--- config.mk ---
export PLATFORM = sky130hd
export DESIGN_NAME = fdc_top
export DESIGN_NICKNAME = d
export VERILOG_FILES = /design/src/fdc_pkg.sv /design/src/fdc_cmd_fsm.sv /design/src/fdc_geometry.sv /design/src/fdc_regs.sv /design/src/fdc_timer.sv /design/src/fdc_top.sv
export SDC_FILE = /design/constraint.sdc
export NUM_CORES = 1
export LEC_CHECK = 0
export ABC_AREA = 0
export ABC_CLOCK_PERIOD_IN_PS = 14950
export BUFFER_PORTS_ARGS = -buffer_cell sky130_fd_sc_hd__buf_4
export CAP_MARGIN = 20
export CORE_MARGIN = 8
export CORE_UTILIZATION = 60
export DETAILED_ROUTE_END_ITERATION = 8
export PLACE_DENSITY = 0.81
export RECOVER_POWER = 100
export SLEW_MARGIN = 5
export SYNTH_ARGS = -nofsm -noshare
export SYNTH_HDL_FRONTEND = slang
export SYNTH_SLANG_ARGS = --single-unit
--- constraint.sdc ---
create_clock -name clk_sys -period 14.95 [get_ports clk_sys]
set_input_delay 3.7375 -clock clk_sys [delete_from_list [all_inputs] [get_ports clk_sys]]
set_output_delay 3.7375 -clock clk_sys [all_outputs]
set_load 0.03 [all_outputs]
--- src/fdc_pkg.sv ---
/*
 * fdc_pkg
 * Shared definitions for the WD1793-style floppy controller core:
 * host register addresses, command opcodes, FSM states, delay
 * selectors, timing counts and image geometry widths.
 */
package fdc_pkg;

	// host register map, 2-bit address
	typedef enum logic [1:0] {
		A_CMD_STATUS = 2'd0,
		A_TRACK      = 2'd1,
		A_SECTOR     = 2'd2,
		A_DATA       = 2'd3
	} fdc_reg_addr_e;

	// upper nibble of the command byte
	typedef enum logic [3:0] {
		OP_RESTORE    = 4'h0,
		OP_SEEK       = 4'h1,
		OP_STEP       = 4'h2,
		OP_STEP_U     = 4'h3,
		OP_STEP_IN    = 4'h4,
		OP_STEP_IN_U  = 4'h5,
		OP_STEP_OUT   = 4'h6,
		OP_STEP_OUT_U = 4'h7,
		OP_READ       = 4'h8,
		OP_READ_M     = 4'h9,
		OP_FORCE_INT  = 4'hD
	} fdc_opcode_e;

	typedef enum logic [2:0] {
		ST_IDLE,
		ST_SEARCH,
		ST_BYTE_WAIT,
		ST_BYTE_DRQ,
		ST_BUSY_WAIT,
		ST_ABORT,
		ST_END
	} fdc_state_e;

	typedef enum logic [1:0] {
		DLY_SEEK,
		DLY_BYTE,
		DLY_BUSY
	} fdc_delay_e;

	// ====================
	// timing, in clk_sys cycles
	localparam int unsigned SEEK_CYCLES     = 1023; // settle before sector search
	localparam int unsigned BYTE_CYCLES     = 16;   // gap before each DRQ
	localparam int unsigned BUSY_CYCLES     = 4000; // type I busy time
	localparam int unsigned WATCHDOG_CYCLES = 4096; // DRQ time before lost data
	localparam int unsigned DLY_CNT_W       = 12;   // fits the longest delay
	localparam int unsigned WD_CNT_W        = 13;

	// ====================
	// image geometry
	localparam int unsigned IMG_ADDR_W = 20; // up to 1 MB image
	localparam int unsigned SECT_LEN_W = 11; // up to 1024 bytes per sector

endpackage

--- src/fdc_cmd_fsm.sv ---
/*
 * fdc_cmd_fsm
 * Command sequencer. Runs type I head commands, single and multi-sector
 * reads and force interrupt. Owns the physical head position, the step
 * direction and the status flags for both status modes.
 */
`timescale 1ns/1ps

module fdc_cmd_fsm
	import fdc_pkg::*;
(
	input  logic                  clk_sys,
	input  logic                  rst,
	input  logic                  cmd_strobe,
	input  logic [7:0]            cmd_byte,
	input  logic                  data_taken,
	input  logic                  status_taken,
	input  logic                  ready,
	input  logic [7:0]            data_reg,
	input  logic                  sector_valid,
	input  logic [SECT_LEN_W-1:0] sector_len,
	input  logic                  delay_done,
	input  logic                  watchdog_bark,
	output logic                  busy,
	output logic                  drq,
	output logic                  intrq,
	output logic                  reading,
	output logic [7:0]            status_byte,
	output logic                  sector_inc,
	output logic                  track_load,
	output logic [7:0]            track_value,
	output logic [7:0]            head_track,
	output logic [SECT_LEN_W-1:0] byte_index,
	output logic                  delay_start,
	output fdc_delay_e            delay_sel,
	output logic                  wd_restart
);

	fdc_state_e  state;
	fdc_opcode_e opcode;
	logic        cmd_mode;   // 0 type I layout, 1 read layout
	logic        step_dir;   // 1 = outward
	logic        multi;
	logic        seek_err;
	logic        lost_data;
	logic        step_out;
	logic        last_byte;
	logic [7:0]  next_track;

	assign opcode = fdc_opcode_e'(cmd_byte[7:4]);

	// plain step keeps the last direction
	assign step_out = cmd_byte[6] ? cmd_byte[5] : step_dir;
	assign next_track = step_out ? ((head_track == 8'd0) ? 8'd0 : head_track - 8'd1)
		: head_track + 8'd1;
	assign last_byte = (byte_index == sector_len - 1'b1);

	// bit 5 reads 1 since the core never writes
	assign status_byte = cmd_mode
		? {~ready, 1'b0, 1'b1, seek_err | ~ready, 1'b0, lost_data, drq, busy}
		: {~ready, 1'b0, 1'b1, seek_err | ~ready, 1'b0, head_track == 8'd0, 1'b0, busy};

	always_ff @(posedge clk_sys) begin
		if (rst) begin
			state       <= ST_IDLE;
			cmd_mode    <= 1'b0;
			step_dir    <= 1'b0;
			multi       <= 1'b0;
			seek_err    <= 1'b0;
			lost_data   <= 1'b0;
			busy        <= 1'b0;
			drq         <= 1'b0;
			intrq       <= 1'b0;
			reading     <= 1'b0;
			sector_inc  <= 1'b0;
			track_load  <= 1'b0;
			track_value <= 8'd0;
			head_track  <= 8'd0;
			byte_index  <= '0;
			delay_start <= 1'b0;
			delay_sel   <= DLY_SEEK;
			wd_restart  <= 1'b0;
		end else begin
			sector_inc  <= 1'b0;
			track_load  <= 1'b0;
			delay_start <= 1'b0;
			wd_restart  <= 1'b0;

			if (status_taken)
				intrq <= 1'b0;

			// ====================
			// sequencing
			case (state)
				ST_IDLE: ;
				ST_SEARCH: begin
					if (!ready) begin
						seek_err <= 1'b1;
						state    <= ST_END;
					end else if (delay_done) begin
						if (!sector_valid) begin
							seek_err <= 1'b1; // no such sector on this track
							state    <= ST_END;
						end else begin
							delay_start <= 1'b1;
							delay_sel   <= DLY_BYTE;
							wd_restart  <= 1'b1;
							state       <= ST_BYTE_WAIT;
						end
					end
				end
				ST_BYTE_WAIT: begin
					if (delay_done) begin
						drq   <= 1'b1;
						state <= ST_BYTE_DRQ;
					end
				end
				ST_BYTE_DRQ: begin
					if (watchdog_bark || data_taken) begin
						drq <= 1'b0;
						if (watchdog_bark && !data_taken)
							lost_data <= 1'b1; // byte skipped
						if (!last_byte) begin
							byte_index  <= byte_index + 1'b1;
							delay_start <= 1'b1;
							delay_sel   <= DLY_BYTE;
							wd_restart  <= 1'b1;
							state       <= ST_BYTE_WAIT;
						end else if (multi) begin
							sector_inc  <= 1'b1;
							byte_index  <= '0;
							delay_start <= 1'b1;
							delay_sel   <= DLY_SEEK;
							state       <= ST_SEARCH;
						end else begin
							state <= ST_END;
						end
					end
				end
				ST_BUSY_WAIT: begin
					if (delay_done)
						state <= ST_END;
				end
				ST_ABORT: begin
					seek_err  <= 1'b0;
					lost_data <= 1'b0;
					state     <= ST_END;
				end
				ST_END: begin
					busy    <= 1'b0;
					drq     <= 1'b0;
					reading <= 1'b0;
					intrq   <= 1'b1;
					state   <= ST_IDLE;
				end
				default: state <= ST_IDLE;
			endcase

			// ====================
			// command decode
			if (cmd_strobe) begin
				intrq <= 1'b0;
				if (opcode == OP_FORCE_INT) begin
					cmd_mode <= 1'b0;
					if (state != ST_IDLE) begin
						state <= ST_ABORT;
					end else begin
						seek_err  <= 1'b0;
						lost_data <= 1'b0;
						busy      <= 1'b0;
						drq       <= 1'b0;
					end
				end else if (state == ST_IDLE) begin
					if (!cmd_byte[7]) begin // type I
						cmd_mode    <= 1'b0;
						seek_err    <= 1'b0;
						busy        <= 1'b1;
						delay_start <= 1'b1;
						delay_sel   <= DLY_BUSY;
						state       <= ST_BUSY_WAIT;
					end
					case (opcode)
						OP_RESTORE: begin
							head_track  <= 8'd0;
							track_value <= 8'd0;
							track_load  <= 1'b1;
						end
						OP_SEEK: begin
							head_track  <= data_reg;
							track_value <= data_reg;
							track_load  <= 1'b1;
						end
						OP_STEP, OP_STEP_U, OP_STEP_IN, OP_STEP_IN_U,
						OP_STEP_OUT, OP_STEP_OUT_U: begin
							if (cmd_byte[6])
								step_dir <= cmd_byte[5];
							head_track  <= next_track;
							track_value <= next_track;
							track_load  <= cmd_byte[4]; // update flag
						end
						OP_READ, OP_READ_M: begin
							cmd_mode    <= 1'b1;
							seek_err    <= 1'b0;
							lost_data   <= 1'b0;
							busy        <= 1'b1;
							reading     <= 1'b1;
							multi       <= (opcode == OP_READ_M);
							byte_index  <= '0;
							delay_start <= 1'b1;
							delay_sel   <= DLY_SEEK;
							state       <= ST_SEARCH;
						end
						default: ;
					endcase
				end
			end
		end
	end

endmodule

--- src/fdc_geometry.sv ---
/*
 * fdc_geometry
 * Sector geometry from size_code and the image byte address for the
 * current head track, side, sector and byte. Layout is track-side-sector.
 */
`timescale 1ns/1ps

module fdc_geometry
	import fdc_pkg::*;
(
	input  logic [2:0]            size_code,
	input  logic                  side,
	input  logic [7:0]            head_track,
	input  logic [7:0]            sector_reg,
	input  logic [SECT_LEN_W-1:0] byte_index,
	output logic [IMG_ADDR_W-1:0] buff_addr,
	output logic                  sector_valid,
	output logic [SECT_LEN_W-1:0] sector_len
);

	logic [4:0]            spt;      // sectors per track
	logic [1:0]            size_sh;  // sector size as 128 << size_sh
	logic [14:0]           sect_num; // linear sector number in image
	logic [IMG_ADDR_W-1:0] sect_base;

	always_comb begin
		case (size_code)
			3'd0: begin spt = 5'd26; size_sh = 2'd0; end
			3'd1: begin spt = 5'd16; size_sh = 2'd1; end
			3'd2: begin spt = 5'd9;  size_sh = 2'd2; end
			3'd3: begin spt = 5'd5;  size_sh = 2'd3; end
			3'd4: begin spt = 5'd10; size_sh = 2'd2; end
			default: begin
				spt     = 5'd0; // no valid sector
				size_sh = 2'd0;
			end
		endcase
	end

	assign sector_len = SECT_LEN_W'(128) << size_sh;
	assign sector_valid = (sector_reg != 8'd0) && (sector_reg <= {3'b000, spt});

	// ((track*2 + side) * spt + sector - 1) * size + byte
	assign sect_num  = 15'({head_track, side}) * 15'(spt) + 15'(sector_reg) - 15'd1;
	assign sect_base = IMG_ADDR_W'(sect_num) << (4'd7 + 4'(size_sh));
	assign buff_addr = sect_base + IMG_ADDR_W'(byte_index);

endmodule

--- src/fdc_regs.sv ---
/*
 * fdc_regs
 * Host bus side. Edge detection on rd and wr, track, sector and data
 * registers, command strobe to the FSM and the read-data mux.
 */
`timescale 1ns/1ps

module fdc_regs
	import fdc_pkg::*;
(
	input  logic          clk_sys,
	input  logic          rst,
	input  logic          rd,
	input  logic          wr,
	input  fdc_reg_addr_e addr,
	input  logic [7:0]    din,
	input  logic          busy,
	input  logic          reading,
	input  logic [7:0]    status_byte,
	input  logic [7:0]    buff_din,
	input  logic          sector_inc,
	input  logic          track_load,
	input  logic [7:0]    track_value,
	output logic [7:0]    dout,
	output logic          buff_read,
	output logic          cmd_strobe,
	output logic [7:0]    cmd_byte,
	output logic          data_taken,
	output logic          status_taken,
	output logic [7:0]    track_reg,
	output logic [7:0]    sector_reg,
	output logic [7:0]    data_reg
);

	logic          rd_q;
	logic          wr_q;
	logic          wr_act;   // write acts one cycle after the edge
	logic [7:0]    wr_data;
	fdc_reg_addr_e cur_addr;

	// falling edge of rd ends a register read
	assign data_taken   = rd_q && !rd && (cur_addr == A_DATA);
	assign status_taken = rd_q && !rd && (cur_addr == A_CMD_STATUS);
	assign buff_read    = reading && (addr == A_DATA);

	always_comb begin
		case (addr)
			A_CMD_STATUS: dout = status_byte;
			A_TRACK:      dout = track_reg;
			A_SECTOR:     dout = sector_reg;
			default:      dout = reading ? buff_din : data_reg;
		endcase
	end

	always_ff @(posedge clk_sys) begin
		if (wr && !wr_q)
			wr_data <= din;
		if (wr_act && cur_addr == A_CMD_STATUS)
			cmd_byte <= wr_data;
	end

	always_ff @(posedge clk_sys) begin
		if (rst) begin
			rd_q       <= 1'b0;
			wr_q       <= 1'b0;
			wr_act     <= 1'b0;
			cmd_strobe <= 1'b0;
			cur_addr   <= A_CMD_STATUS;
			track_reg  <= 8'd0;
			sector_reg <= 8'd0;
			data_reg   <= 8'd0;
		end else begin
			rd_q       <= rd;
			wr_q       <= wr;
			wr_act     <= wr && !wr_q;
			cmd_strobe <= wr_act && (cur_addr == A_CMD_STATUS);
			if ((rd && !rd_q) || (wr && !wr_q))
				cur_addr <= addr;

			if (wr_act) begin
				case (cur_addr)
					A_TRACK:  if (!busy) track_reg <= wr_data;
					A_SECTOR: if (!busy) sector_reg <= wr_data;
					A_DATA:   data_reg <= wr_data;
					default: ;
				endcase
			end

			if (sector_inc)
				sector_reg <= sector_reg + 8'd1; // multi-sector advance
			if (track_load)
				track_reg <= track_value;
		end
	end

endmodule

--- src/fdc_timer.sv ---
/*
 * fdc_timer
 * Delay counter for seek settle, byte gap and type I busy time,
 * plus the DRQ lost-data watchdog.
 */
`timescale 1ns/1ps

module fdc_timer
	import fdc_pkg::*;
(
	input  logic       clk_sys,
	input  logic       rst,
	input  logic       delay_start,
	input  fdc_delay_e delay_sel,
	input  logic       wd_restart,
	output logic       delay_done,
	output logic       watchdog_bark
);

	logic [DLY_CNT_W-1:0] dly_cnt;
	logic [DLY_CNT_W-1:0] dly_load;
	logic                 dly_active;
	logic [WD_CNT_W-1:0]  wd_cnt;

	always_comb begin
		case (delay_sel)
			DLY_SEEK: dly_load = DLY_CNT_W'(SEEK_CYCLES - 1);
			DLY_BYTE: dly_load = DLY_CNT_W'(BYTE_CYCLES - 1);
			default:  dly_load = DLY_CNT_W'(BUSY_CYCLES - 1);
		endcase
	end

	assign delay_done    = dly_active && (dly_cnt == '0);
	assign watchdog_bark = (wd_cnt == '0); // idles expired

	always_ff @(posedge clk_sys) begin
		if (rst) begin
			dly_active <= 1'b0;
			dly_cnt    <= '0;
			wd_cnt     <= '0;
		end else begin
			if (delay_start) begin
				dly_cnt    <= dly_load;
				dly_active <= 1'b1;
			end else if (dly_active) begin
				if (dly_cnt == '0)
					dly_active <= 1'b0; // done shown for one cycle
				else
					dly_cnt <= dly_cnt - 1'b1;
			end

			if (wd_restart)
				wd_cnt <= WD_CNT_W'(WATCHDOG_CYCLES);
			else if (wd_cnt != '0)
				wd_cnt <= wd_cnt - 1'b1;
		end
	end

endmodule

--- src/fdc_top.sv ---
/*
 * fdc_top
 * Floppy disk controller core following the WD1793 register model.
 * Type I head commands, single and multi-sector read from an external
 * image RAM, and force interrupt.
 */
`timescale 1ns/1ps

module fdc_top
	import fdc_pkg::*;
(
	input  logic                  clk_sys,
	input  logic                  rst,
	input  logic                  rd,
	input  logic                  wr,
	input  fdc_reg_addr_e         addr,
	input  logic [7:0]            din,
	output logic [7:0]            dout,
	output logic                  drq,
	output logic                  intrq,
	output logic                  busy,
	input  logic [2:0]            size_code,
	input  logic                  side,
	input  logic                  ready,
	output logic [IMG_ADDR_W-1:0] buff_addr,
	output logic                  buff_read,
	input  logic [7:0]            buff_din
);

	logic                  reading;
	logic [7:0]            status_byte;
	logic                  sector_inc;
	logic                  track_load;
	logic [7:0]            track_value;
	logic                  cmd_strobe;
	logic [7:0]            cmd_byte;
	logic                  data_taken;
	logic                  status_taken;
	logic [7:0]            track_reg;
	logic [7:0]            sector_reg;
	logic [7:0]            data_reg;
	logic [7:0]            head_track;
	logic [SECT_LEN_W-1:0] byte_index;
	logic [SECT_LEN_W-1:0] sector_len;
	logic                  sector_valid;
	logic                  delay_start;
	fdc_delay_e            delay_sel;
	logic                  delay_done;
	logic                  wd_restart;
	logic                  watchdog_bark;

	fdc_regs u_regs (
		.clk_sys      (clk_sys),
		.rst          (rst),
		.rd           (rd),
		.wr           (wr),
		.addr         (addr),
		.din          (din),
		.busy         (busy),
		.reading      (reading),
		.status_byte  (status_byte),
		.buff_din     (buff_din),
		.sector_inc   (sector_inc),
		.track_load   (track_load),
		.track_value  (track_value),
		.dout         (dout),
		.buff_read    (buff_read),
		.cmd_strobe   (cmd_strobe),
		.cmd_byte     (cmd_byte),
		.data_taken   (data_taken),
		.status_taken (status_taken),
		.track_reg    (track_reg),
		.sector_reg   (sector_reg),
		.data_reg     (data_reg)
	);

	fdc_cmd_fsm u_fsm (
		.clk_sys       (clk_sys),
		.rst           (rst),
		.cmd_strobe    (cmd_strobe),
		.cmd_byte      (cmd_byte),
		.data_taken    (data_taken),
		.status_taken  (status_taken),
		.ready         (ready),
		.data_reg      (data_reg),
		.sector_valid  (sector_valid),
		.sector_len    (sector_len),
		.delay_done    (delay_done),
		.watchdog_bark (watchdog_bark),
		.busy          (busy),
		.drq           (drq),
		.intrq         (intrq),
		.reading       (reading),
		.status_byte   (status_byte),
		.sector_inc    (sector_inc),
		.track_load    (track_load),
		.track_value   (track_value),
		.head_track    (head_track),
		.byte_index    (byte_index),
		.delay_start   (delay_start),
		.delay_sel     (delay_sel),
		.wd_restart    (wd_restart)
	);

	fdc_timer u_timer (
		.clk_sys       (clk_sys),
		.rst           (rst),
		.delay_start   (delay_start),
		.delay_sel     (delay_sel),
		.wd_restart    (wd_restart),
		.delay_done    (delay_done),
		.watchdog_bark (watchdog_bark)
	);

	fdc_geometry u_geometry (
		.size_code    (size_code),
		.side         (side),
		.head_track   (head_track),
		.sector_reg   (sector_reg),
		.byte_index   (byte_index),
		.buff_addr    (buff_addr),
		.sector_valid (sector_valid),
		.sector_len   (sector_len)
	);

endmodule

==> metrics.txt <==
# TYPE chip_impl_metric gauge
chip_impl_metric{name="yosysWarnings",unit=""} 0
chip_impl_metric{name="postSynthAreaPerCell",unit="um^2"} 7.97
chip_impl_metric{name="timing_hold_violations_final",unit=""} 0
chip_impl_metric{name="finalSetupViolCount",unit=""} 0
chip_impl_info{name="synth_ff_type",value="sky130_fd_sc_hd__dfxtp_1"} 1
chip_impl_metric{name="cts_sink_cnt",unit=""} 105
chip_impl_metric{name="flop_to_flop_setup_slack",unit="ps"} 11660
chip_impl_metric{name="finalCritPeriodShare",unit="%"} 93.8
chip_impl_info{name="status",value="finished with violations"} 1
chip_impl_metric{name="finalWirelength",unit="mm"} 20.3
chip_impl_metric{name="grt_antenna_before_repair",unit=""} 0
chip_impl_metric{name="worst-slew-pin-transition",unit="ps"} 3080
chip_impl_info{name="synth_top_cell_by_area",value="sky130_fd_sc_hd__dfxtp_1"} 1
chip_impl_metric{name="detailedRoute.firstIterationViolations",unit=""} 635
chip_impl_info{name="setup_repair_after_global_routing_missed_its_margin",value="false"} 1
chip_impl_metric{name="synth.yosys.seq_area_share",unit="%"} 25.9
chip_impl_info{name="r2r_start",value="u_timer.dly_cnt[0]"} 1
chip_impl_metric{name="core.rowCount",unit=""} 43
chip_impl_info{name="min-delay-path-class",value="flip-flop to flip-flop"} 1
chip_impl_metric{name="mappedNetlistArea",unit="um^2"} 8580
chip_impl_metric{name="port_buffers",unit=""} 58
chip_impl_metric{name="crit_required",unit="ps"} 11210
chip_impl_metric{name="fill_cells",unit=""} 1213
chip_impl_metric{name="initial_core_util",unit="%"} 61.6
chip_impl_metric{name="cellPowerDensity",unit="nW/um^2"} 92.2
chip_impl_metric{name="power",unit="mW"} 0.852
chip_impl_info{name="synth.area.top_cells",value="sky130_fd_sc_hd__dfxtp_1 22%, sky130_fd_sc_hd__ha_1 9.2%, sky130_fd_sc_hd__fa_1 7.2%, sky130_fd_sc_hd__nor2_1 6.3%, sky130_fd_sc_hd__a21oi_1 4.8%"} 1
chip_impl_metric{name="worstSkewPairLatency",unit="ps"} 350
chip_impl_metric{name="drc",unit=""} 0
chip_impl_metric{name="cts_buf_count",unit=""} 9
chip_impl_metric{name="grt_pass1_wl",unit="mm"} 34.3
chip_impl_metric{name="grt_pass1_vias",unit=""} 7082
chip_impl_metric{name="grt_start_max_net_pins",unit=""} 69
chip_impl_metric{name="worst-path-max-fanout",unit=""} 13
chip_impl_info{name="timing.critical_path.to",value="buff_addr[19]"} 1
chip_impl_metric{name="reg2regPathDepth",unit=""} 11
chip_impl_metric{name="core_region_area",unit="um^2"} 13900
chip_impl_metric{name="synth.lib_cells_used.distinct",unit=""} 77
chip_impl_metric{name="instances_no_fill",unit=""} 1289
chip_impl_metric{name="count_of_pins_on_the_block_boundary",unit=""} 59
chip_impl_metric{name="multiInputGateArea",unit="um^2"} 5800
chip_impl_metric{name="antenna_cells",unit=""} 0
chip_impl_info{name="yosysMostFrequentCell",value="sky130_fd_sc_hd__nor2_1"} 1
chip_impl_metric{name="global_route.overflow_total",unit=""} 0
chip_impl_metric{name="die_w",unit="um"} 136
chip_impl_metric{name="vertical_extent_of_the_die",unit="um"} 136
chip_impl_metric{name="worst_setup_hold_path_clk_slew",unit="ps"} 70
chip_impl_metric{name="placed_cells_incl_taps",unit=""} 1273
chip_impl_metric{name="die_area",unit="um^2"} 18400
chip_impl_metric{name="cts.path.max_buffers",unit=""} 2
chip_impl_metric{name="postSynthCellCount",unit=""} 1077
chip_impl_metric{name="globalplace.congestion",unit=""} 0.902
chip_impl_metric{name="detail-route-antenna-nets",unit=""} 0
chip_impl_info{name="violations",value="capacitance limit, slew limit"} 1
chip_impl_info{name="root_buffer",value="sky130_fd_sc_hd__clkbuf_16"} 1
chip_impl_metric{name="yosys_register_bits",unit=""} 105
chip_impl_info{name="critPathLaunch",value="size_code[0]"} 1
chip_impl_info{name="tritoncts",value="yes"} 1
chip_impl_info{name="start_kind",value="input pin"} 1
chip_impl_metric{name="detailed_route_via_count",unit=""} 7771
chip_impl_info{name="timing.setup.critical_path_class",value="input pin to primary output"} 1
chip_impl_metric{name="synth_top_area_share",unit="%"} 21.7
chip_impl_metric{name="grtUsageTotal",unit="%"} 22.3
chip_impl_metric{name="post_cts_resized",unit=""} 0
chip_impl_info{name="synth_top_cells_by_count",value="144 x sky130_fd_sc_hd__nor2_1, 93 x sky130_fd_sc_hd__dfxtp_1, 91 x sky130_fd_sc_hd__inv_1, 91 x sky130_fd_sc_hd__nand2_1, 82 x sky130_fd_sc_hd__a21oi_1"} 1
chip_impl_metric{name="cts_setup_buffers",unit=""} 0
chip_impl_metric{name="synth_edf_count",unit=""} 12
chip_impl_metric{name="fin_tns_setup",unit="ps"} 0
chip_impl_metric{name="final_nets",unit=""} 1225
chip_impl_metric{name="timing.fmax",unit="GHz"} 0.0713
chip_impl_metric{name="post_route_cells_drive_above_1_share",unit="%"} 5.86
chip_impl_metric{name="timing.clock.skew",unit="ps"} 8.60
chip_impl_metric{name="max-slew-margin-rel",unit="%"} -105
chip_impl_metric{name="holdBufCountCts",unit=""} 0
chip_impl_metric{name="power.leakage",unit="nW"} 3.90
chip_impl_metric{name="max_cap_viol_count",unit=""} 1
chip_impl_info{name="reg_top3",value="u_timer.wd_cnt: 13 flops, u_timer.dly_cnt: 12 flops, u_fsm.byte_index: 11 flops"} 1
chip_impl_metric{name="arrival",unit="ps"} 10290
chip_impl_metric{name="peakVddDrop",unit="mV"} 0.0601
chip_impl_metric{name="drt_pass1_iterations",unit=""} 5
chip_impl_metric{name="wl_per_cell",unit="um"} 15.7
chip_impl_metric{name="final.hold.worst_slack",unit="ps"} 453
chip_impl_metric{name="finalWorstPathRequiredPeriod",unit="ps"} 14030
chip_impl_info{name="reg2reg_to",value="u_timer.dly_cnt[5]"} 1
chip_impl_metric{name="area.growth.synth_to_final",unit="%"} 7.67
chip_impl_metric{name="dp_hpwl",unit="mm"} 15.5
chip_impl_metric{name="slew_viol_final",unit=""} 69
chip_impl_metric{name="largest_register_ff_count",unit=""} 13
chip_impl_metric{name="route.detailed.vias_per_inst",unit=""} 6.03
chip_impl_info{name="most_flop_heavy_register",value="u_timer.wd_cnt"} 1
chip_impl_metric{name="htree_levels",unit=""} 3
chip_impl_metric{name="final-seq-area",unit="um^2"} 2220
chip_impl_info{name="worst_setup_path_end_kind",value="primary output"} 1
chip_impl_metric{name="synthArstFlopShare",unit="%"} 0
-- per-layer routing --
| metal | vias to the layer above | track usage (%) | part of all wire [%] | wire, um |
|---|---|---|---|---|
| met5 | - | 0 | 0 | 0 |
| met1 | 3674 | 30.3 | 46 | 9290 |
| met4 | 0 | 5.61 | 1.6 | 323 |
| li1 | 3841 | - | - | - |
| met2 | 227 | 36.4 | 48 | 9650 |
| met3 | 29 | 3.15 | 5.1 | 1040 |
-- how the worst min path moves through the flow --
| stage | depth (start not counted) | startpoint | slack (ps) | end |
|---|---|---|---|---|
| floorplan | 1 | u_regs.wr_q | 410 | u_regs.wr_act |
| global placement | 2 | u_fsm.wd_restart | 440 | u_timer.wd_cnt[12] |
| detailed placement | 1 | u_regs.wr_q | 450 | u_regs.wr_act |
| CTS | 1 | u_regs.wr_q | 460 | u_regs.wr_act |
| global route | 1 | u_regs.wr_q | 470 | u_regs.wr_act |
| finish | 2 | u_fsm.wd_restart | 450 | u_timer.wd_cnt[12] |
-- layout by cell type (no fill, tap or decap), types with 10 or more instances in the layout --
cell and instances:
sky130_fd_sc_hd__o211ai_1 13, sky130_fd_sc_hd__inv_1 92, sky130_fd_sc_hd__a31oi_1 10, sky130_fd_sc_hd__a21oi_1 82, sky130_fd_sc_hd__and2_1 16, sky130_fd_sc_hd__nor2b_1 13, sky130_fd_sc_hd__nor3_1 24, sky130_fd_sc_hd__buf_4 20
sky130_fd_sc_hd__dfxtp_1 93, sky130_fd_sc_hd__edfxtp_1 12, sky130_fd_sc_hd__nand2b_1 12, sky130_fd_sc_hd__nor4_1 13, sky130_fd_sc_hd__or3_1 16, sky130_fd_sc_hd__and3_1 13, sky130_fd_sc_hd__nand3_1 24, sky130_fd_sc_hd__nand2_1 91
sky130_fd_sc_hd__a21o_1 12, sky130_fd_sc_hd__mux2i_1 36, sky130_fd_sc_hd__o21ai_0 44, sky130_fd_sc_hd__ha_1 63, sky130_fd_sc_hd__nor2_1 144, sky130_fd_sc_hd__clkbuf_1 36, sky130_fd_sc_hd__a22oi_1 12, sky130_fd_sc_hd__a211oi_1 17
sky130_fd_sc_hd__xnor2_1 22, sky130_fd_sc_hd__fa_1 31, sky130_fd_sc_hd__xor2_1 20
-- metrics by stage --
step	setup slack (ps)	cell area [um^2]	util (%)
after floorplan	1560	8590	-
after global placement	1420	9060	65.0
after detailed placement	1260	9070	65.1
after CTS	1240	9370	67.2
after global routing	394	9240	66.3
final	924	9240	66.3
-- area by class of cell --
| type | instances | area share (%) |
|---|---|---|
| flip-flops and latches | 105 | 24.1 |
| repair buffers | 64 | 3.78 |
| inverters | 92 | 3.74 |
| multi-input cells | 832 | 62.7 |
| clock inverters | 6 | 0.785 |
| well taps | 180 | 2.44 |
| clock buffers | 10 | 2.48 |
-- power breakdown --
| group | switching, mW | internal (mW) | leakage [nW] |
|---|---|---|---|
| Combinational | 0.176 | 0.112 | 2.88 |
| Clock | 0.108 | 0.132 | 0.149 |
| Sequential | 0.0183 | 0.305 | 0.867 |
| Total | 0.303 | 0.549 | 3.90 |
-- worst max-delay path, stage by stage --
cell and delay, ps:
sky130_fd_sc_hd__clkbuf_1 260, sky130_fd_sc_hd__a21oi_1 670, sky130_fd_sc_hd__nand2_1 120, sky130_fd_sc_hd__ha_1 330, sky130_fd_sc_hd__fa_1 540, sky130_fd_sc_hd__inv_1 60, sky130_fd_sc_hd__fa_1 520, sky130_fd_sc_hd__inv_1 50
sky130_fd_sc_hd__fa_1 500, sky130_fd_sc_hd__inv_1 40, sky130_fd_sc_hd__ha_1 220, sky130_fd_sc_hd__a211oi_1 330, sky130_fd_sc_hd__nor2_1 110, sky130_fd_sc_hd__xor2_1 180, sky130_fd_sc_hd__mux2i_1 260, sky130_fd_sc_hd__nand2_1 90
sky130_fd_sc_hd__a32o_1 280, sky130_fd_sc_hd__ha_1 360, sky130_fd_sc_hd__inv_1 50, sky130_fd_sc_hd__a31oi_1 140, sky130_fd_sc_hd__o21ai_0 150, sky130_fd_sc_hd__a2111o_1 450, sky130_fd_sc_hd__nor4_1 320, sky130_fd_sc_hd__xnor2_1 160
sky130_fd_sc_hd__clkbuf_1 330
-- kinds of logic after synthesis --
| family | synth area share, % |
|---|---|
| and+or+nand+nor | 22.3 |
| buffers and inverters | 6.69 |
| other | 0.0875 |
| AOI/OAI and AO/OA | 18.9 |
| muxes | 5.51 |
| adders and majority gates | 16.4 |
| DFF | 25.9 |
| xor gates and xnor gates | 4.29 |
No activity file was read; power rests on OpenSTA's default activity.
